==> config.mk <==
export PLATFORM = sky130hd
export DESIGN_NAME = rv_bridge_top
export DESIGN_NICKNAME = d
export VERILOG_FILES = /design/src/design/rv_bridge_pkg.sv /design/src/design/rv_word_decode.sv /design/src/design/rv_half_sequencer.sv /design/src/design/rv_read_assemble.sv /design/src/design/rv_bridge_top.sv
export SDC_FILE = /design/constraint.sdc
export NUM_CORES = 1
export LEC_CHECK = 0
export BUFFER_PORTS_ARGS = -buffer_cell sky130_fd_sc_hd__buf_2
export CAP_MARGIN = 20
export CORE_MARGIN = 2
export CORE_UTILIZATION = 51
export DETAILED_ROUTE_END_ITERATION = 6
export PLACE_DENSITY = 0.78
export SLEW_MARGIN = 30
export SYNTH_ARGS = -nofsm -noshare
export SYNTH_HDL_FRONTEND = slang
export SYNTH_HIERARCHICAL = 1
export SYNTH_SLANG_ARGS = --single-unit
==> constraint.sdc <==
create_clock -name clk -period 6.22 [get_ports clk]
set_clock_uncertainty 0.05 [all_clocks]
set_input_delay 1.866 -clock clk [delete_from_list [all_inputs] [get_ports clk]]
set_output_delay 1.866 -clock clk [all_outputs]
set_load 0.01 [all_outputs]
==> src/design/rv_bridge_pkg.sv <==
// softcore to sdram bridge, shared definitions
// widths, data types and the access plan used by all stages

package rv_bridge_pkg;

    localparam int RV_ADDR_W = 23;   // softcore byte address
    localparam int HALF_W    = 16;   // one sdram access

    typedef logic [2*HALF_W-1:0] word_t;     // softcore data word
    typedef logic [HALF_W-1:0]   half_t;     // sdram half word
    typedef logic [3:0]          strb_t;     // one strobe per byte of word_t
    typedef logic [1:0]          lane_t;     // byte masks of one half, active high

    // how a request is split into half accesses
    typedef enum logic [1:0] {
        PLAN_BOTH    = 2'd0,   // word 0, then word 1
        PLAN_LO_ONLY = 2'd1,   // word 0 only
        PLAN_HI_ONLY = 2'd2    // word 1 only
    } plan_t;

endpackage

==> src/design/rv_word_decode.sv <==
// softcore request decode
// finds rising edges of valid, keeps one pending request and
// captures the command with its half-access plan

`timescale 1ns/1ps

module rv_word_decode #(
    parameter int p_addr_w = rv_bridge_pkg::RV_ADDR_W
) (
    input  logic                  clk,
    input  logic                  sys_resetn,
    input  logic                  i_rv_valid,
    input  logic [p_addr_w-1:0]   i_rv_addr,
    input  rv_bridge_pkg::word_t  i_rv_wdata,
    input  rv_bridge_pkg::strb_t  i_rv_wstrb,
    input  logic                  i_seq_idle,
    output logic                  o_cmd_start,
    output logic [p_addr_w-1:0]   o_cmd_addr,
    output rv_bridge_pkg::word_t  o_cmd_wdata,
    output logic                  o_cmd_write,
    output rv_bridge_pkg::plan_t  o_cmd_plan,
    output rv_bridge_pkg::lane_t  o_cmd_ds_lo,
    output rv_bridge_pkg::lane_t  o_cmd_ds_hi
);
    import rv_bridge_pkg::*;

    logic  valid_r;
    logic  pending;
    logic  rise;
    logic  accept;
    logic  is_write;
    plan_t plan_next;

    assign rise     = i_rv_valid & ~valid_r;
    // start pulse still in flight means the sequencer is not really idle
    assign accept   = (rise | pending) & i_seq_idle & ~o_cmd_start;
    assign is_write = |i_rv_wstrb;

    always_comb begin
        plan_next = PLAN_BOTH;
        if (is_write && i_rv_wstrb[1:0] == 2'b00)
            plan_next = PLAN_HI_ONLY;        // upper bytes only
        else if (is_write && i_rv_wstrb[3:2] == 2'b00)
            plan_next = PLAN_LO_ONLY;        // lower bytes only
    end

    always_ff @(posedge clk) begin
        if (!sys_resetn) begin
            valid_r     <= 1'b0;
            pending     <= 1'b0;
            o_cmd_start <= 1'b0;
        end else begin
            valid_r     <= i_rv_valid;
            o_cmd_start <= accept;
            if (accept)
                pending <= 1'b0;
            else if (rise)
                pending <= 1'b1;    // busy, remember it
        end
    end

    // command fields, stable until the next accept
    always_ff @(posedge clk) begin
        if (accept) begin
            o_cmd_addr  <= i_rv_addr;
            o_cmd_wdata <= i_rv_wdata;
            o_cmd_write <= is_write;
            o_cmd_plan  <= plan_next;
            o_cmd_ds_lo <= is_write ? i_rv_wstrb[1:0] : 2'b11;   // reads take full halves
            o_cmd_ds_hi <= is_write ? i_rv_wstrb[3:2] : 2'b11;
        end
    end

endmodule

==> src/design/rv_half_sequencer.sv <==
// half-word access sequencer
// issues one or two 16-bit accesses on the toggle req/ack port and
// signals when read halves can be captured and when the request is done

`timescale 1ns/1ps

module rv_half_sequencer #(
    parameter int p_addr_w = rv_bridge_pkg::RV_ADDR_W
) (
    input  logic                  clk,
    input  logic                  sys_resetn,
    input  logic                  i_cmd_start,
    input  logic [p_addr_w-1:0]   i_cmd_addr,
    input  rv_bridge_pkg::word_t  i_cmd_wdata,
    input  logic                  i_cmd_write,
    input  rv_bridge_pkg::plan_t  i_cmd_plan,
    input  rv_bridge_pkg::lane_t  i_cmd_ds_lo,
    input  rv_bridge_pkg::lane_t  i_cmd_ds_hi,
    input  logic                  i_mem_ack,
    output logic                  o_seq_idle,
    output logic                  o_mem_req,
    output logic [p_addr_w-2:0]   o_mem_addr,
    output rv_bridge_pkg::half_t  o_mem_wdata,
    output rv_bridge_pkg::lane_t  o_mem_ds,
    output logic                  o_mem_we,
    output logic                  o_cap_lo,
    output logic                  o_cap_hi,
    output logic                  o_seq_done
);
    import rv_bridge_pkg::*;

    typedef enum logic [2:0] {
        ST_IDLE,
        ST_WAIT_LO,
        ST_DATA_LO,
        ST_WAIT_HI,
        ST_DATA_HI
    } state_t;

    state_t              state;
    logic                acked;
    logic                hi_only;
    half_t               wdata_lo;
    half_t               wdata_hi;
    logic [p_addr_w-3:0] row_addr;     // address bits above the word select

    assign acked    = (o_mem_req == i_mem_ack);    // nothing outstanding
    assign hi_only  = (i_cmd_plan == PLAN_HI_ONLY);
    assign wdata_lo = i_cmd_wdata[HALF_W-1:0];
    assign wdata_hi = i_cmd_wdata[2*HALF_W-1:HALF_W];
    assign row_addr = i_cmd_addr[p_addr_w-1:2];

    assign o_seq_idle = (state == ST_IDLE);
    assign o_cap_lo   = (state == ST_DATA_LO);     // lower read half on the port
    assign o_cap_hi   = (state == ST_DATA_HI);

    //////////////////////////////////////////////////
    // access payload, set up with each request toggle
    //////////////////////////////////////////////////
    always_ff @(posedge clk) begin
        if (state == ST_IDLE && i_cmd_start) begin
            o_mem_addr  <= {row_addr, hi_only};
            o_mem_wdata <= hi_only ? wdata_hi : wdata_lo;
            o_mem_ds    <= hi_only ? i_cmd_ds_hi : i_cmd_ds_lo;
        end else if (state == ST_WAIT_LO && acked) begin
            o_mem_addr  <= {row_addr, 1'b1};   // word 1
            o_mem_wdata <= wdata_hi;
            o_mem_ds    <= i_cmd_ds_hi;
        end
    end

    //////////////////////////////////////////////////
    // control fsm
    //////////////////////////////////////////////////
    always_ff @(posedge clk) begin
        if (!sys_resetn) begin
            state      <= ST_IDLE;
            o_mem_req  <= 1'b0;
            o_mem_we   <= 1'b0;
            o_seq_done <= 1'b0;
        end else begin
            o_seq_done <= 1'b0;
            case (state)
                ST_IDLE: if (i_cmd_start) begin
                    o_mem_req <= ~o_mem_req;
                    o_mem_we  <= i_cmd_write;
                    state     <= hi_only ? ST_WAIT_HI : ST_WAIT_LO;
                end
                ST_WAIT_LO: if (acked) begin
                    if (i_cmd_write && i_cmd_plan == PLAN_LO_ONLY) begin
                        o_seq_done <= 1'b1;         // single lower access
                        state      <= ST_IDLE;
                    end else begin
                        o_mem_req <= ~o_mem_req;    // second half right away
                        state     <= i_cmd_write ? ST_WAIT_HI : ST_DATA_LO;
                    end
                end
                ST_DATA_LO: state <= ST_WAIT_HI;
                ST_WAIT_HI: if (acked) begin
                    o_seq_done <= 1'b1;
                    state      <= i_cmd_write ? ST_IDLE : ST_DATA_HI;
                end
                ST_DATA_HI: state <= ST_IDLE;
                default: state <= ST_IDLE;
            endcase
        end
    end

endmodule

==> src/design/rv_read_assemble.sv <==
// read word assembly
// keeps the lower half, joins it with the upper half into the 32-bit
// read word and pulses ready together with the data

`timescale 1ns/1ps

module rv_read_assemble (
    input  logic                  clk,
    input  logic                  sys_resetn,
    input  rv_bridge_pkg::half_t  i_mem_dout,
    input  logic                  i_cap_lo,
    input  logic                  i_cap_hi,
    input  logic                  i_seq_done,
    output rv_bridge_pkg::word_t  o_rv_rdata,
    output logic                  o_rv_ready
);
    import rv_bridge_pkg::*;

    half_t dout_lo;    // word 0 of the current read

    always_ff @(posedge clk) begin
        if (i_cap_lo)
            dout_lo <= i_mem_dout;
        if (i_cap_hi)
            o_rv_rdata <= {i_mem_dout, dout_lo};   // held until next read
    end

    // ready lines up with the registered word
    always_ff @(posedge clk) begin
        if (!sys_resetn)
            o_rv_ready <= 1'b0;
        else
            o_rv_ready <= i_seq_done;
    end

endmodule

==> src/design/rv_bridge_top.sv <==
// softcore to sdram bridge
// splits 32-bit softcore requests into 16-bit toggle-handshake
// accesses and returns the assembled read word

`timescale 1ns/1ps

module rv_bridge_top #(
    parameter int p_addr_w = rv_bridge_pkg::RV_ADDR_W
) (
    input  logic                  clk,
    input  logic                  sys_resetn,
    // softcore side
    input  logic                  i_rv_valid,
    input  logic [p_addr_w-1:0]   i_rv_addr,
    input  rv_bridge_pkg::word_t  i_rv_wdata,
    input  rv_bridge_pkg::strb_t  i_rv_wstrb,
    output rv_bridge_pkg::word_t  o_rv_rdata,
    output logic                  o_rv_ready,
    // sdram port
    output logic                  o_mem_req,
    output logic [p_addr_w-2:0]   o_mem_addr,
    output rv_bridge_pkg::half_t  o_mem_wdata,
    output rv_bridge_pkg::lane_t  o_mem_ds,
    output logic                  o_mem_we,
    input  logic                  i_mem_ack,
    input  rv_bridge_pkg::half_t  i_mem_dout
);
    import rv_bridge_pkg::*;

    // decode to execute
    logic                cmd_start;
    logic [p_addr_w-1:0] cmd_addr;
    word_t               cmd_wdata;
    logic                cmd_write;
    plan_t               cmd_plan;
    lane_t               cmd_ds_lo;
    lane_t               cmd_ds_hi;
    // execute to decode / result
    logic                seq_idle;
    logic                cap_lo;
    logic                cap_hi;
    logic                seq_done;

    rv_word_decode #(.p_addr_w(p_addr_w)) rv_word_decode_i (
        .clk(clk), .sys_resetn(sys_resetn),
        .i_rv_valid(i_rv_valid), .i_rv_addr(i_rv_addr),
        .i_rv_wdata(i_rv_wdata), .i_rv_wstrb(i_rv_wstrb),
        .i_seq_idle(seq_idle),
        .o_cmd_start(cmd_start), .o_cmd_addr(cmd_addr), .o_cmd_wdata(cmd_wdata),
        .o_cmd_write(cmd_write), .o_cmd_plan(cmd_plan),
        .o_cmd_ds_lo(cmd_ds_lo), .o_cmd_ds_hi(cmd_ds_hi)
    );

    rv_half_sequencer #(.p_addr_w(p_addr_w)) rv_half_sequencer_i (
        .clk(clk), .sys_resetn(sys_resetn),
        .i_cmd_start(cmd_start), .i_cmd_addr(cmd_addr), .i_cmd_wdata(cmd_wdata),
        .i_cmd_write(cmd_write), .i_cmd_plan(cmd_plan),
        .i_cmd_ds_lo(cmd_ds_lo), .i_cmd_ds_hi(cmd_ds_hi),
        .i_mem_ack(i_mem_ack),
        .o_seq_idle(seq_idle), .o_mem_req(o_mem_req), .o_mem_addr(o_mem_addr),
        .o_mem_wdata(o_mem_wdata), .o_mem_ds(o_mem_ds), .o_mem_we(o_mem_we),
        .o_cap_lo(cap_lo), .o_cap_hi(cap_hi), .o_seq_done(seq_done)
    );

    rv_read_assemble rv_read_assemble_i (
        .clk(clk), .sys_resetn(sys_resetn),
        .i_mem_dout(i_mem_dout),
        .i_cap_lo(cap_lo), .i_cap_hi(cap_hi), .i_seq_done(seq_done),
        .o_rv_rdata(o_rv_rdata), .o_rv_ready(o_rv_ready)
    );

endmodule

==> run summary <==
measured slew at the worst slew-check pin: 619.7 ps
commonest non-fill, non-tap cell in the layout: buf_2
final number of setup-violating endpoints: 0
Resized Gates After CTS: 0
Total GRT Usage: 16.88%
Rel. slew slack: 58.68%
H-tree depth: 4
setup ws final: 3190 ps
area of the multi-input gates: 594.3 µm²
mapped cell area: 0.005279 mm²
f_max: 330.0 MHz
# placed instances: 521
design area: 0.006813 mm²
pin count of the biggest net entering global routing: 48
antenna violations before repair: 0
CP Data Arrival Time: 3130 ps
register area: 0.004644 mm²
WL final: 9281 µm
antenna diode count: 0
Crit. End Element: register
CP Class: input pin to register
final core utilization: 66.89%
CTS Root Cell: clkbuf_8
Finished Layout Cells: 553
Setup Buffers After CTS: 0
initial DRC count: 147
Leakage: 2.604 nW
I/O pins: 154
clk slew on worst S/H paths: 60 ps
Total Nets Final: 483
Post-route DRC: 0
Final min period: 3030 ps
DR pass1 iterations: 5
die width: 105.7 µm
DP HPWL: 6001 µm
Critical Path Start Type: input pin
Clock Latency Late Sink: 520 ps
CTS Sinks: 158
Site Rows: 37
Mapped Cells: 233
Initial Util: 51.83%
Post-Syn Nets: 312
clk buf depth: 2
total power: 2.619 mW
Power Dens Cells: 384.5 mW/mm²
Max VDD drop: 0.1824 mV
CTS tree: done
Final Hold Fails: 0
Hold WS: 369.3 ps
Max Slew Vio Count: 0
unrepaired setup endpoints after global routing: no
Vias: 2693
first-pass GRT wire length: 13670 µm
Mapped Avg Cell Area: 22.66 µm²
vias per cell: 4.870
CTS Buf Count: 17
layout cell share with drive strength beyond 1: 50.84%
worst endpoint required time: 6320 ps
routability cong.: 0.8350
max-cap violations: 0
Hold WC Path Type: register to register
WL/cell: 16.78 µm
Final Cycle Share: 48.71%
Post-Route Setup TNS: 0 ps
Filler cells: 706
Worst Path Max Fanout: 40
Layout area overhead: 29.06%
most used cells in the layout excluding fill and tap cells: 151 x buf_2, 148 x edfxtp_1, 16 x clkbuf_16, 10 x dfxtp_1
gr ovfl total: 0
placed cell area: 0.006213 mm²
die area: 0.01118 mm²
status: completed
IO Port Bufs: 151
Die Ht: 105.7 µm
Synth warnings: 6
DP Worst Slack: 2720 ps
vias in the first global route: 2742
hold_buf cts: 0
DRT antenna net count: 0
core area: 0.01018 mm²
where the power goes:
group	internal (mW)	leakage, nW	switching [mW]
registers	1.31	1.45	0.0363
logic	0.0950	0.875	0.144
clock network	0.618	0.280	0.417
path summary, 6_finish.rpt:
path	start	to	slack [ps]	cells after the start
setup / recovery	i_mem_ack	rv_half_sequencer_i/o_mem_addr[9]$_DFFE_PP_	3190	5
hold / removal	rv_read_assemble_i/dout_lo[10]$_DFFE_PP_	rv_read_assemble_i/o_rv_rdata[10]$_DFFE_PP_	370	0
setup reg to reg	rv_half_sequencer_i/state[0]$_SDFFE_PN0P_	rv_word_decode_i/o_cmd_addr[17]$_DFFE_PP_	3960	4
hold reg to reg	rv_read_assemble_i/dout_lo[10]$_DFFE_PP_	rv_read_assemble_i/o_rv_rdata[10]$_DFFE_PP_	370	0
flip-flops by register name, indices dropped and copies added (netlist names):
register / count
rv_word_decode_i/o_cmd_addr: 21
rv_read_assemble_i/o_rv_ready: 1
rv_word_decode_i/o_cmd_ds_hi: 2
rv_half_sequencer_i/o_mem_we: 1
rv_half_sequencer_i/state: 3
rv_half_sequencer_i/o_seq_done: 1
rv_half_sequencer_i/o_mem_ds: 2
rv_word_decode_i/valid_r: 1
rv_word_decode_i/o_cmd_write: 1
rv_half_sequencer_i/o_mem_addr: 22
rv_word_decode_i/o_cmd_wdata: 32
rv_read_assemble_i/o_rv_rdata: 32
rv_half_sequencer_i/o_mem_wdata: 16
rv_word_decode_i/o_cmd_start: 1
rv_word_decode_i/o_cmd_plan: 2
rv_read_assemble_i/dout_lo: 16
rv_word_decode_i/pending: 1
rv_half_sequencer_i/o_mem_req: 1
rv_word_decode_i/o_cmd_ds_lo: 2
worst max-delay path, stage by stage:
cell and delay, ps:
buf_2 100, xnor2_1 330, mux2i_1 190, nor3_2 150, buf_4 450
final cells by class:
type                            instances  area share (%)
Sequential cell                       158           68.17
Timing Repair Buffer                  155           11.53
Multi-Input combinational cell         67           8.724
Clock buffer                           17           6.079
Clock inverter                         15           2.718
Tap cell                              136           2.498
Inverter                                5          0.2755
metal layers:
layer	GRT usage, %	share of wire (%)
met5	0	0
met2	28.80	54
met4	8.647	1.8
met1	19.63	38
met3	4.576	6.5
Power figures use the tool's default switching activity.
